`src/hdl/exec_pkg.sv`:
```
// shared constants for the execute stage; mode and sub-op codes must match the decode stage
package exec_pkg;

	// widths
	localparam int XLEN    = 32;
	localparam int MODE_W  = 5;
	localparam int SUB_W   = 2;
	localparam int DEST_W  = 4;
	localparam int FDEST_W = 2;
	localparam int EXC_W   = 8;

	// main modes
	localparam logic [MODE_W-1:0] MODE_UARITH = 5'd1;
	localparam logic [MODE_W-1:0] MODE_SARITH = 5'd2;
	localparam logic [MODE_W-1:0] MODE_SHIFT  = 5'd5;
	localparam logic [MODE_W-1:0] MODE_LOGIC  = 5'd6;
	localparam logic [MODE_W-1:0] MODE_MOVE   = 5'd9;
	localparam logic [MODE_W-1:0] MODE_CMP    = 5'd17;
	localparam logic [MODE_W-1:0] MODE_SEXT   = 5'd18;

	// arithmetic sub-ops
	localparam logic [SUB_W-1:0] ARITH_ADD = 2'd0;
	localparam logic [SUB_W-1:0] ARITH_SUB = 2'd1;
	localparam logic [SUB_W-1:0] ARITH_MUL = 2'd2;
	localparam logic [SUB_W-1:0] ARITH_DIV = 2'd3;

	// shift sub-ops
	localparam logic [SUB_W-1:0] SH_LEFT   = 2'd0;
	localparam logic [SUB_W-1:0] SH_RIGHT  = 2'd1;
	localparam logic [SUB_W-1:0] ROT_LEFT  = 2'd2;
	localparam logic [SUB_W-1:0] ROT_RIGHT = 2'd3;

	// logic sub-ops
	localparam logic [SUB_W-1:0] LG_AND = 2'd0;
	localparam logic [SUB_W-1:0] LG_OR  = 2'd1;
	localparam logic [SUB_W-1:0] LG_NOT = 2'd2;
	localparam logic [SUB_W-1:0] LG_XOR = 2'd3;

	// compare and sign-extend sub-ops
	localparam logic [SUB_W-1:0] CMP_UNSIGNED = 2'd0;
	localparam logic [SUB_W-1:0] CMP_SIGNED   = 2'd1;
	localparam logic [SUB_W-1:0] SEXT_BYTE    = 2'd0;
	localparam logic [SUB_W-1:0] SEXT_HALF    = 2'd1;

	localparam int unsigned SHIFT_MAX = 32; // largest legal shift amount
	localparam int MUL_BITS_PER_STEP  = 4;  // partial products per multiplier cycle

	// exception codes
	localparam logic [EXC_W-1:0] EXC_DIV_ZERO = 8'd5;
	localparam logic [EXC_W-1:0] EXC_SHIFT_L  = 8'd6;
	localparam logic [EXC_W-1:0] EXC_SHIFT_R  = 8'd7;

	// multiply and divide share one 64-bit result word
	typedef union packed {
		logic [2*XLEN-1:0] product;
		struct packed {
			logic [XLEN-1:0] remainder; // high word
			logic [XLEN-1:0] quotient;  // low word
		} division;
	} wide_result_u;

endpackage

```
`src/hdl/int_mul.sv`:
```
// product and done are valid in the last step cycle only; start must not arrive while busy
module int_mul import exec_pkg::*; (
	input  logic              clk,
	input  logic              rst,
	input  logic              start,
	input  logic              signed_op,
	input  logic [XLEN-1:0]   x1,
	input  logic [XLEN-1:0]   x2,
	output logic              done,
	output logic [2*XLEN-1:0] product
);

	logic busy, wide, last_step;
	logic [3:0] step;
	logic [2*XLEN-1:0] ma, mb, acc, acc_next;

	// signed needs all 64 multiplier bits, unsigned only the low 32
	assign last_step = busy && (step == (wide ? 4'(2*XLEN/MUL_BITS_PER_STEP - 1)
		: 4'(XLEN/MUL_BITS_PER_STEP - 1)));

	always_comb begin
		acc_next = acc;
		for (int j = 0; j < MUL_BITS_PER_STEP; j++) begin
			if (mb[j])
				acc_next = acc_next + (ma << j);
		end
	end

	always_ff @(posedge clk) begin
		if (rst) begin
			busy <= 1'b0;
			step <= '0;
		end else if (start) begin
			busy <= 1'b1;
			step <= '0;
		end else if (busy) begin
			step <= step + 4'd1;
			if (last_step)
				busy <= 1'b0;
		end
	end

	always_ff @(posedge clk) begin
		if (start) begin
			ma   <= signed_op ? {{XLEN{x1[XLEN-1]}}, x1} : {{XLEN{1'b0}}, x1};
			mb   <= signed_op ? {{XLEN{x2[XLEN-1]}}, x2} : {{XLEN{1'b0}}, x2};
			acc  <= '0;
			wide <= signed_op;
		end else if (busy) begin
			acc <= acc_next;
			ma  <= ma << MUL_BITS_PER_STEP; // next group of weights
			mb  <= mb >> MUL_BITS_PER_STEP;
		end
	end

	assign done    = last_step;
	assign product = acc_next;

	a_no_restart: assert property (@(posedge clk) disable iff (rst) start |-> !busy);

endmodule

```
`src/hdl/int_div.sv`:
```
// divisor must be nonzero; quotient and remainder are valid only while done is high
module int_div import exec_pkg::*; (
	input  logic            clk,
	input  logic            rst,
	input  logic            start,
	input  logic            signed_op,
	input  logic [XLEN-1:0] x1,
	input  logic [XLEN-1:0] x2,
	output logic            done,
	output logic [XLEN-1:0] quotient,
	output logic [XLEN-1:0] remainder
);

	logic busy, neg_q, neg_r, iterate;
	logic [5:0] step;
	logic [XLEN-1:0] mag1, mag2, quo, rem, dvs;
	logic [XLEN:0] shifted, trial;

	// magnitudes; 0x80000000 stays correct as an unsigned value
	assign mag1 = (signed_op && x1[XLEN-1]) ? -x1 : x1;
	assign mag2 = (signed_op && x2[XLEN-1]) ? -x2 : x2;

	assign iterate = busy && (step != 6'(XLEN));
	assign shifted = {rem, quo[XLEN-1]};
	assign trial   = shifted - {1'b0, dvs};

	always_ff @(posedge clk) begin
		if (rst) begin
			busy <= 1'b0;
			step <= '0;
		end else if (start) begin
			busy <= 1'b1;
			step <= '0;
		end else if (busy) begin
			step <= step + 6'd1;
			if (step == 6'(XLEN))
				busy <= 1'b0; // sign fix-up cycle done
		end
	end

	always_ff @(posedge clk) begin
		if (start) begin
			quo   <= mag1;
			rem   <= '0;
			dvs   <= mag2;
			neg_q <= signed_op && (x1[XLEN-1] ^ x2[XLEN-1]);
			neg_r <= signed_op && x1[XLEN-1];
		end else if (iterate) begin
			if (!trial[XLEN]) begin
				rem <= trial[XLEN-1:0];
				quo <= {quo[XLEN-2:0], 1'b1};
			end else begin
				rem <= shifted[XLEN-1:0]; // restore
				quo <= {quo[XLEN-2:0], 1'b0};
			end
		end
	end

	assign done      = busy && (step == 6'(XLEN));
	assign quotient  = neg_q ? -quo : quo;
	assign remainder = neg_r ? -rem : rem; // follows the dividend sign

endmodule

```
`src/hdl/int_arith.sv`:
```
// caller must hold sub_op and operands stable from start until done
module int_arith import exec_pkg::*; (
	input  logic             clk,
	input  logic             rst,
	input  logic             start,
	input  logic             signed_op,
	input  logic [SUB_W-1:0] sub_op,
	input  logic [XLEN-1:0]  x1,
	input  logic [XLEN-1:0]  x2,
	output logic             done,
	output wide_result_u     result
);

	logic [2*XLEN-1:0] a_ext, b_ext, sum_r, product;
	logic [XLEN-1:0] quotient, remainder;
	logic as_start, as_done, mul_start, mul_done, div_start, div_done;

	assign a_ext = signed_op ? {{XLEN{x1[XLEN-1]}}, x1} : {{XLEN{1'b0}}, x1};
	assign b_ext = signed_op ? {{XLEN{x2[XLEN-1]}}, x2} : {{XLEN{1'b0}}, x2};

	assign as_start  = start && ((sub_op == ARITH_ADD) || (sub_op == ARITH_SUB));
	assign mul_start = start && (sub_op == ARITH_MUL);
	assign div_start = start && (sub_op == ARITH_DIV);

	always_ff @(posedge clk) begin
		if (rst)
			as_done <= 1'b0;
		else
			as_done <= as_start;
	end

	always_ff @(posedge clk) begin
		if (as_start)
			sum_r <= (sub_op == ARITH_SUB) ? a_ext - b_ext : a_ext + b_ext; // 64-bit wide
	end

	int_mul u_mul (
		.clk       (clk),
		.rst       (rst),
		.start     (mul_start),
		.signed_op (signed_op),
		.x1        (x1),
		.x2        (x2),
		.done      (mul_done),
		.product   (product)
	);

	int_div u_div (
		.clk       (clk),
		.rst       (rst),
		.start     (div_start),
		.signed_op (signed_op),
		.x1        (x1),
		.x2        (x2),
		.done      (div_done),
		.quotient  (quotient),
		.remainder (remainder)
	);

	assign done = as_done || mul_done || div_done;

	always_comb begin
		result = '0;
		case (sub_op)
			ARITH_MUL: result.product = product;
			ARITH_DIV: begin
				result.division.quotient  = quotient;
				result.division.remainder = remainder;
			end
			default:   result.product = sum_r;
		endcase
	end

endmodule

```
`src/hdl/exec_simple.sv`:
```
// purely combinational; shift results are only meaningful for amounts up to 32
module exec_simple import exec_pkg::*; (
	input  logic [MODE_W-1:0] mode,
	input  logic [SUB_W-1:0]  sub_op,
	input  logic [XLEN-1:0]   x1,
	input  logic [XLEN-1:0]   x2,
	output logic [XLEN-1:0]   y_lo,
	output logic [XLEN-1:0]   y_hi
);

	logic [5:0] amt, amt_inv;
	logic [2*XLEN-1:0] wide_left;
	logic [XLEN-1:0] right_part, spill;
	logic nz1, nz2, lt;

	assign amt        = x2[5:0];          // upper bits only matter for the trap
	assign amt_inv    = 6'd32 - amt;
	assign wide_left  = {{XLEN{1'b0}}, x1} << amt;
	assign right_part = x1 >> amt;
	assign spill      = x1 << amt_inv;    // bits pushed out the bottom
	assign nz1        = (x1 != '0);
	assign nz2        = (x2 != '0);

	always_comb begin
		case (sub_op)
			CMP_UNSIGNED: lt = (x1 < x2);
			CMP_SIGNED:   lt = ($signed(x1) < $signed(x2));
			default:      lt = 1'b0;
		endcase
	end

	always_comb begin
		y_lo = '0;
		y_hi = '0;
		case (mode)
			MODE_SHIFT: begin
				case (sub_op)
					SH_LEFT: begin
						y_lo = wide_left[XLEN-1:0];
						y_hi = wide_left[2*XLEN-1:XLEN];
					end
					SH_RIGHT: begin
						y_lo = right_part;
						y_hi = spill;
					end
					ROT_LEFT: begin
						y_lo = wide_left[XLEN-1:0] | wide_left[2*XLEN-1:XLEN];
						y_hi = wide_left[2*XLEN-1:XLEN]; // bits rotated past the top
					end
					ROT_RIGHT: begin
						y_lo = right_part | spill;
						y_hi = spill;
					end
				endcase
			end
			MODE_LOGIC: begin
				case (sub_op)
					LG_AND: begin
						y_lo    = x1 & x2;
						y_hi[0] = nz1 && nz2;
					end
					LG_OR: begin
						y_lo    = x1 | x2;
						y_hi[0] = nz1 || nz2;
					end
					LG_NOT: begin
						y_lo    = ~x2;
						y_hi[0] = !nz2;
					end
					LG_XOR: begin
						y_lo    = x1 ^ x2;
						y_hi[0] = nz1 ^ nz2;
					end
				endcase
			end
			MODE_CMP: begin
				y_hi[0] = (x1 == x2);
				y_hi[1] = lt;
			end
			MODE_MOVE: begin
				y_lo = x2;
			end
			MODE_SEXT: begin
				case (sub_op)
					SEXT_BYTE: y_lo = {{(XLEN-8){x2[7]}}, x2[7:0]};
					SEXT_HALF: y_lo = {{(XLEN-16){x2[15]}}, x2[15:0]};
					default:   y_lo = '0;
				endcase
			end
			default: begin
				y_lo = '0; // arithmetic and unknown modes
				y_hi = '0;
			end
		endcase
	end

endmodule

```
`src/hdl/exec_unit.sv`:
```
// one operation in flight; inputs are taken only when idle and the result is held until out_ready
module exec_unit import exec_pkg::*; (
	input  logic               clk,
	input  logic               rst,
	input  logic               in_valid,
	output logic               in_ready,
	input  logic [MODE_W-1:0]  mode,
	input  logic [SUB_W-1:0]   sub_op,
	input  logic [XLEN-1:0]    x1,
	input  logic [XLEN-1:0]    x2,
	input  logic [DEST_W-1:0]  dest_sel,
	input  logic [FDEST_W-1:0] flag_sel,
	output logic               out_valid,
	input  logic               out_ready,
	output logic [XLEN-1:0]    y_lo,
	output logic [XLEN-1:0]    y_hi,
	output logic [DEST_W-1:0]  dest,
	output logic [FDEST_W-1:0] flag_dest,
	output logic               exc,
	output logic [EXC_W-1:0]   exc_code
);

	logic busy, fresh, accept, finish;
	logic [MODE_W-1:0] op_mode;
	logic [SUB_W-1:0] op_sub;
	logic [XLEN-1:0] op_x1, op_x2;
	logic [DEST_W-1:0] op_dest;
	logic [FDEST_W-1:0] op_flag;
	logic is_arith, known, div_zero, shift_range, raise;
	logic arith_start, arith_done, arith_signed;
	logic [EXC_W-1:0] code;
	logic [XLEN-1:0] simple_lo, simple_hi, res_lo, res_hi;
	wide_result_u arith_res;

	assign in_ready = !busy && !out_valid;
	assign accept   = in_valid && in_ready;

	assign is_arith     = (op_mode == MODE_UARITH) || (op_mode == MODE_SARITH);
	assign arith_signed = (op_mode == MODE_SARITH);
	assign known = is_arith || (op_mode == MODE_SHIFT) || (op_mode == MODE_LOGIC) ||
		(op_mode == MODE_MOVE) || (op_mode == MODE_CMP) || (op_mode == MODE_SEXT);

	// traps, checked on the registered operation
	assign div_zero    = is_arith && (op_sub == ARITH_DIV) && (op_x2 == '0);
	assign shift_range = (op_mode == MODE_SHIFT) && (op_x2 > SHIFT_MAX);
	assign raise       = div_zero || shift_range;
	assign code = div_zero ? EXC_DIV_ZERO :
		((op_sub == SH_RIGHT) || (op_sub == ROT_RIGHT)) ? EXC_SHIFT_R : EXC_SHIFT_L;

	assign arith_start = fresh && is_arith && !raise; // one pulse per accepted op
	assign finish = busy && (arith_done || (fresh && !(is_arith && !raise)));

	assign res_lo = raise ? '0 : is_arith ? arith_res.product[XLEN-1:0] : simple_lo;
	assign res_hi = raise ? '0 : is_arith ? arith_res.product[2*XLEN-1:XLEN] : simple_hi;

	exec_simple u_simple (
		.mode   (op_mode),
		.sub_op (op_sub),
		.x1     (op_x1),
		.x2     (op_x2),
		.y_lo   (simple_lo),
		.y_hi   (simple_hi)
	);

	int_arith u_arith (
		.clk       (clk),
		.rst       (rst),
		.start     (arith_start),
		.signed_op (arith_signed),
		.sub_op    (op_sub),
		.x1        (op_x1),
		.x2        (op_x2),
		.done      (arith_done),
		.result    (arith_res)
	);

	always_ff @(posedge clk) begin
		if (rst) begin
			busy      <= 1'b0;
			fresh     <= 1'b0;
			out_valid <= 1'b0;
			exc       <= 1'b0;
		end else begin
			fresh <= accept;
			if (accept)
				busy <= 1'b1;
			else if (finish)
				busy <= 1'b0;
			if (finish) begin
				out_valid <= 1'b1;
				exc       <= raise;
			end else if (out_valid && out_ready) begin
				out_valid <= 1'b0; // result consumed
			end
		end
	end

	// operation register, stable until the result is produced
	always_ff @(posedge clk) begin
		if (accept) begin
			op_mode <= mode;
			op_sub  <= sub_op;
			op_x1   <= x1;
			op_x2   <= x2;
			op_dest <= dest_sel;
			op_flag <= flag_sel;
		end
	end

	always_ff @(posedge clk) begin
		if (finish) begin
			y_lo      <= res_lo;
			y_hi      <= res_hi;
			dest      <= (raise || !known) ? '0 : op_dest; // tags dropped on trap
			flag_dest <= (raise || !known) ? '0 : op_flag;
			exc_code  <= raise ? code : '0;
		end
	end

	a_out_hold: assert property (@(posedge clk) disable iff (rst)
		out_valid && !out_ready |=> out_valid && $stable(y_lo) && $stable(y_hi) &&
			$stable(dest) && $stable(flag_dest) && $stable(exc) && $stable(exc_code));

	// the next operation is taken only after the previous result has left
	a_single_flight: assert property (@(posedge clk) disable iff (rst)
		$rose(in_ready) |-> $past(out_valid && out_ready));

endmodule

```
`config.mk`:
```
export PLATFORM = sky130hd
export DESIGN_NAME = exec_unit
export DESIGN_NICKNAME = d
export VERILOG_FILES = /design/src/hdl/exec_pkg.sv /design/src/hdl/int_mul.sv /design/src/hdl/int_div.sv /design/src/hdl/int_arith.sv /design/src/hdl/exec_simple.sv /design/src/hdl/exec_unit.sv
export SDC_FILE = /design/constraint.sdc
export NUM_CORES = 2
export LEC_CHECK = 0
export BUFFER_PORTS_ARGS = -buffer_cell sky130_fd_sc_hd__buf_2
export CAP_MARGIN = 20
export CORE_MARGIN = 4
export CORE_UTILIZATION = 42
export CTS_BUF_LIST = sky130_fd_sc_hd__clkbuf_4
export DETAILED_ROUTE_END_ITERATION = 12
export PLACE_DENSITY_LB_ADDON = 0.15
export SYNTH_ARGS = -nofsm -noshare
export SYNTH_HDL_FRONTEND = slang
export SYNTH_SLANG_ARGS = --single-unit
```
`constraint.sdc`:
```
create_clock -name clk -period 13.5 [get_ports clk]
set_input_delay 0.675 -clock clk [delete_from_list [all_inputs] [get_ports clk]]
set_output_delay 0.675 -clock clk [all_outputs]
set_load 0.01 [all_outputs]
```
==> metrics.md <==
| Metric | Value |
|---|---|
| PortBufs | 156 |
| Routability cong. | 1.03 |
| Most frequent cells in the layout | 661 x nand2_1, 641 x a21oi_1, 564 x nor2_1, 521 x o21ai_0, 446 x ha_1 |
| Setup TNS | 0 ns |
| IO Pins | 162 |
| FF+latch count, synth | 498 |
| FFs w/ async S/R, synth | 0 |
| Status | finished clean |
| # nets final | 7,379 |
| TritonCTS Buffers | 155 |
| PD cells | 186 mW/mm^2 |
| Hpwl dp | 199,000 um |
| Worst vdd ir | 0.0949 mV |
| FF-to-FF setup slack | 0.82 ns |
| Req. time, crit path | 14.35 ns |
| Area share of the largest cell type after synthesis | 0.211 |
| Worst r2r src | u_arith.u_mul.ma[1]$_SDFFCE_PN0P_ |
| Fin Clk Skew | 0.105 ns |
| Drt wl/cell | 29.4 um |
| Via count | 56,072 |
| Post-synth EDFFs | 385 |
| Initial DRT Pass Iterations | 8 |
| Placed cells | 8,348 |
| HP Class | primary input to flop |
| HP Start | x1[29] |
| Hold slack | 0.243 ns |
| Final setup viols | 0 |
| Area delta synth->final | 9.65% |
| Die W | 370 um |
| WHS Endpoint | op_x1[29]$_DFFE_PP_ |
| Num rows | 132 |
| Worst Hold Path Cells | 2 |
| Max-slew violation count | 0 |
| Seq/Total Area, Yosys | 0.252 |
| Slew HR | 0.0552 |
| Max clock buf depth | 3 |
| Total gr overflow | 0 |
| First-pass GRT wire length | 368,000 um |
| CTS Root Cell | clkbuf_4 |
| Drt total wl | 257,000 um |
| Clock sink count | 498 |
| Initial core utilization | 0.423 |
| Initial antenna violation count | 10 |
| CP max-delay cell | a2111oi_0 |
| Vias per cell | 6.43 |
| Max incr delay on CP | 0.69 ns |
| Reg2Reg Capture Point | y_hi[31]$_SDFFCE_PP0P_ |
| Number of routed nets with antenna violations | 0 |
| CTS tree | yes |
| Global-route usage over all layers | 0.364 |
| Layout cell share with drive strength beyond 1 | 0.119 |
| Post-synth top area cell | edfxtp_1 |
| Worst-path clk slew | 0.06 ns |
| Largest net degree at the start of global routing | 102 |
| Vias in the first global route | 52,931 |
| Post-CTS Setup Repair Bufs | 0 |
| Kind of critical path | flop to flop |
| Max-cap violation count | 0 |
| Die Area | 0.137 mm^2 |
| CTS resizes | 0 |
| Clk_lat worst skew | 1.17 ns |
| Hold Fails Final Rpt | 0 |
| Worst EP arrival | 13.53 ns |
| Synthesized area per cell | 8.12 um^2 |
| Synth area leaders | edfxtp_1 21%, ha_1 10%, a21oi_1 5.8% |
| DR DRC count | 0 |
| Leak pwr | 24.8 nW |
| Crit path capture type | flop |
| Main flop type after synthesis | edfxtp_1 |
| Reg2Reg Depth | 43 |
| H-tree levels | 4 |
| Commonest non-fill, non-tap cell in the layout | nand2_1 |
| Total power | 11.2 mW |
| Non-filler instance count after layout | 8,722 |
| Yosys cell types | 92 |
| Most used cell, CP | o21ai_0 |
| Mapped Area | 0.0549 mm^2 |
| Initial DRC Count | 6,746 |
| Cts hold-fix bufs | 81 |
| Core ar. | 0.130 mm^2 |
| FMAX | 78.8 MHz |
| Final Cycle Share | 0.940 |
| Mapped Cells | 6,759 |
| Min cycle time layout | 12.68 ns |
| Syn. warnings | 0 |
| CP Max Fanout | 9 |
| CP startpoint kind | flop |
| RSZ-0062 raised after global routing | false |
| Tightest Pin Transition | 1.40 ns |
| Die height | 370 um |
power breakdown:
part	internal (mW)	leakage (nW)	switching, mW	total [mW]
Clock	0.809	1.18	0.757	1.57
Sequential	1.79	4.47	0.212	2.00
Combinational	2.84	19.2	4.81	7.65
Total	5.44	24.8	5.78	11.2
synth_stat cells (all sizes together) (70+ instances only):
cell and n:
a211oi 98, a21o 270, a21oi 641, a31oi 93, clkbuf 389, dfxtp 113, edfxtp 385, ha 446
inv 281, mux2 98, mux2i 146, mux4 96, nand2 663, nand3 128, nand4 84, nor2 573
nor3 110, o211ai 70, o21a 75, o21ai 528, o21bai 81, xnor2 313, xor2 131
sequential cells by signal (all words and copies together) (netlist names), 40 cells and up:
register	count
u_arith.sum_r	64
u_arith.u_mul.acc	64
u_arith.u_mul.ma	64
u_arith.u_mul.mb	40
cell type report:
cell class / count / area (um^2)
fill: 13066 / 69500
multi-input combinational: 5532 / 38500
sequential: 498 / 13800
timing repair buffer: 372 / 2620
tap: 1742 / 2180
clock buffer: 226 / 1700
inverter: 287 / 1080
clock inverter: 50 / 293
antenna: 15 / 37.5
how the worst max path moves through the flow:
stage,from,to
3_5_place_dp,u_arith.u_mul.ma[1]$_SDFFCE_PN0P_,y_hi[31]$_SDFFCE_PP0P_
2_1_floorplan,u_arith.u_mul.ma[8]$_DFFE_PP_,y_hi[31]$_SDFFCE_PP0P_
3_3_place_gp,u_arith.u_mul.ma[1]$_SDFFCE_PN0P_,y_hi[31]$_SDFFCE_PP0P_
5_1_grt,u_arith.u_mul.ma[1]$_SDFFCE_PN0P_,y_hi[31]$_SDFFCE_PP0P_
4_1_cts,u_arith.u_mul.ma[1]$_SDFFCE_PN0P_,y_hi[31]$_SDFFCE_PP0P_
6_report,u_arith.u_mul.ma[1]$_SDFFCE_PN0P_,y_hi[31]$_SDFFCE_PP0P_
per-layer routing:
metal / wire length [um] / share of wire / vias to the layer above / global-route usage
li1: - / - / 25476 / -
met4: 15600 / 0.061 / 0 / 0.192
met1: 112000 / 0.44 / 27264 / 0.506
met5: 0 / 0 / - / 0
met3: 22800 / 0.089 / 528 / 0.0722
met2: 106000 / 0.41 / 2804 / 0.531
per-stage QoR:
step	setup WS [ns]	util	area, um^2
2_1_floorplan	3.50	-	54900
3_3_place_gp	0.966	0.442	57300
3_5_place_dp	0.982	0.442	57300
4_1_cts	0.850	0.464	60100
5_1_grt	0.148	0.464	60200
6_report	0.816	0.464	60200
cells by family after synthesis:
kind of cell,Yosys count,share of synthesized area
buffers and inverters,733,0.0506
AO/OA/AOI/OAI,2339,0.273
other,1,0.0000683
adder cells (fa/ha/maj),452,0.104
flip-flops,498,0.252
multiplexers,340,0.0861
XOR/XNOR,445,0.0712
AND/OR/NAND/NOR,1951,0.163
worst max-delay path: cells and delay by family (launching register included):
family,cells,cell delay (ns)
compound gates,16,4.89
xor+xnor,5,0.70
fa+ha+maj,4,1.80
buf+inv,4,0.71
flops,1,0.50
mux,2,0.65
simple gates,12,3.12
Power figures use the tool's default switching activity.
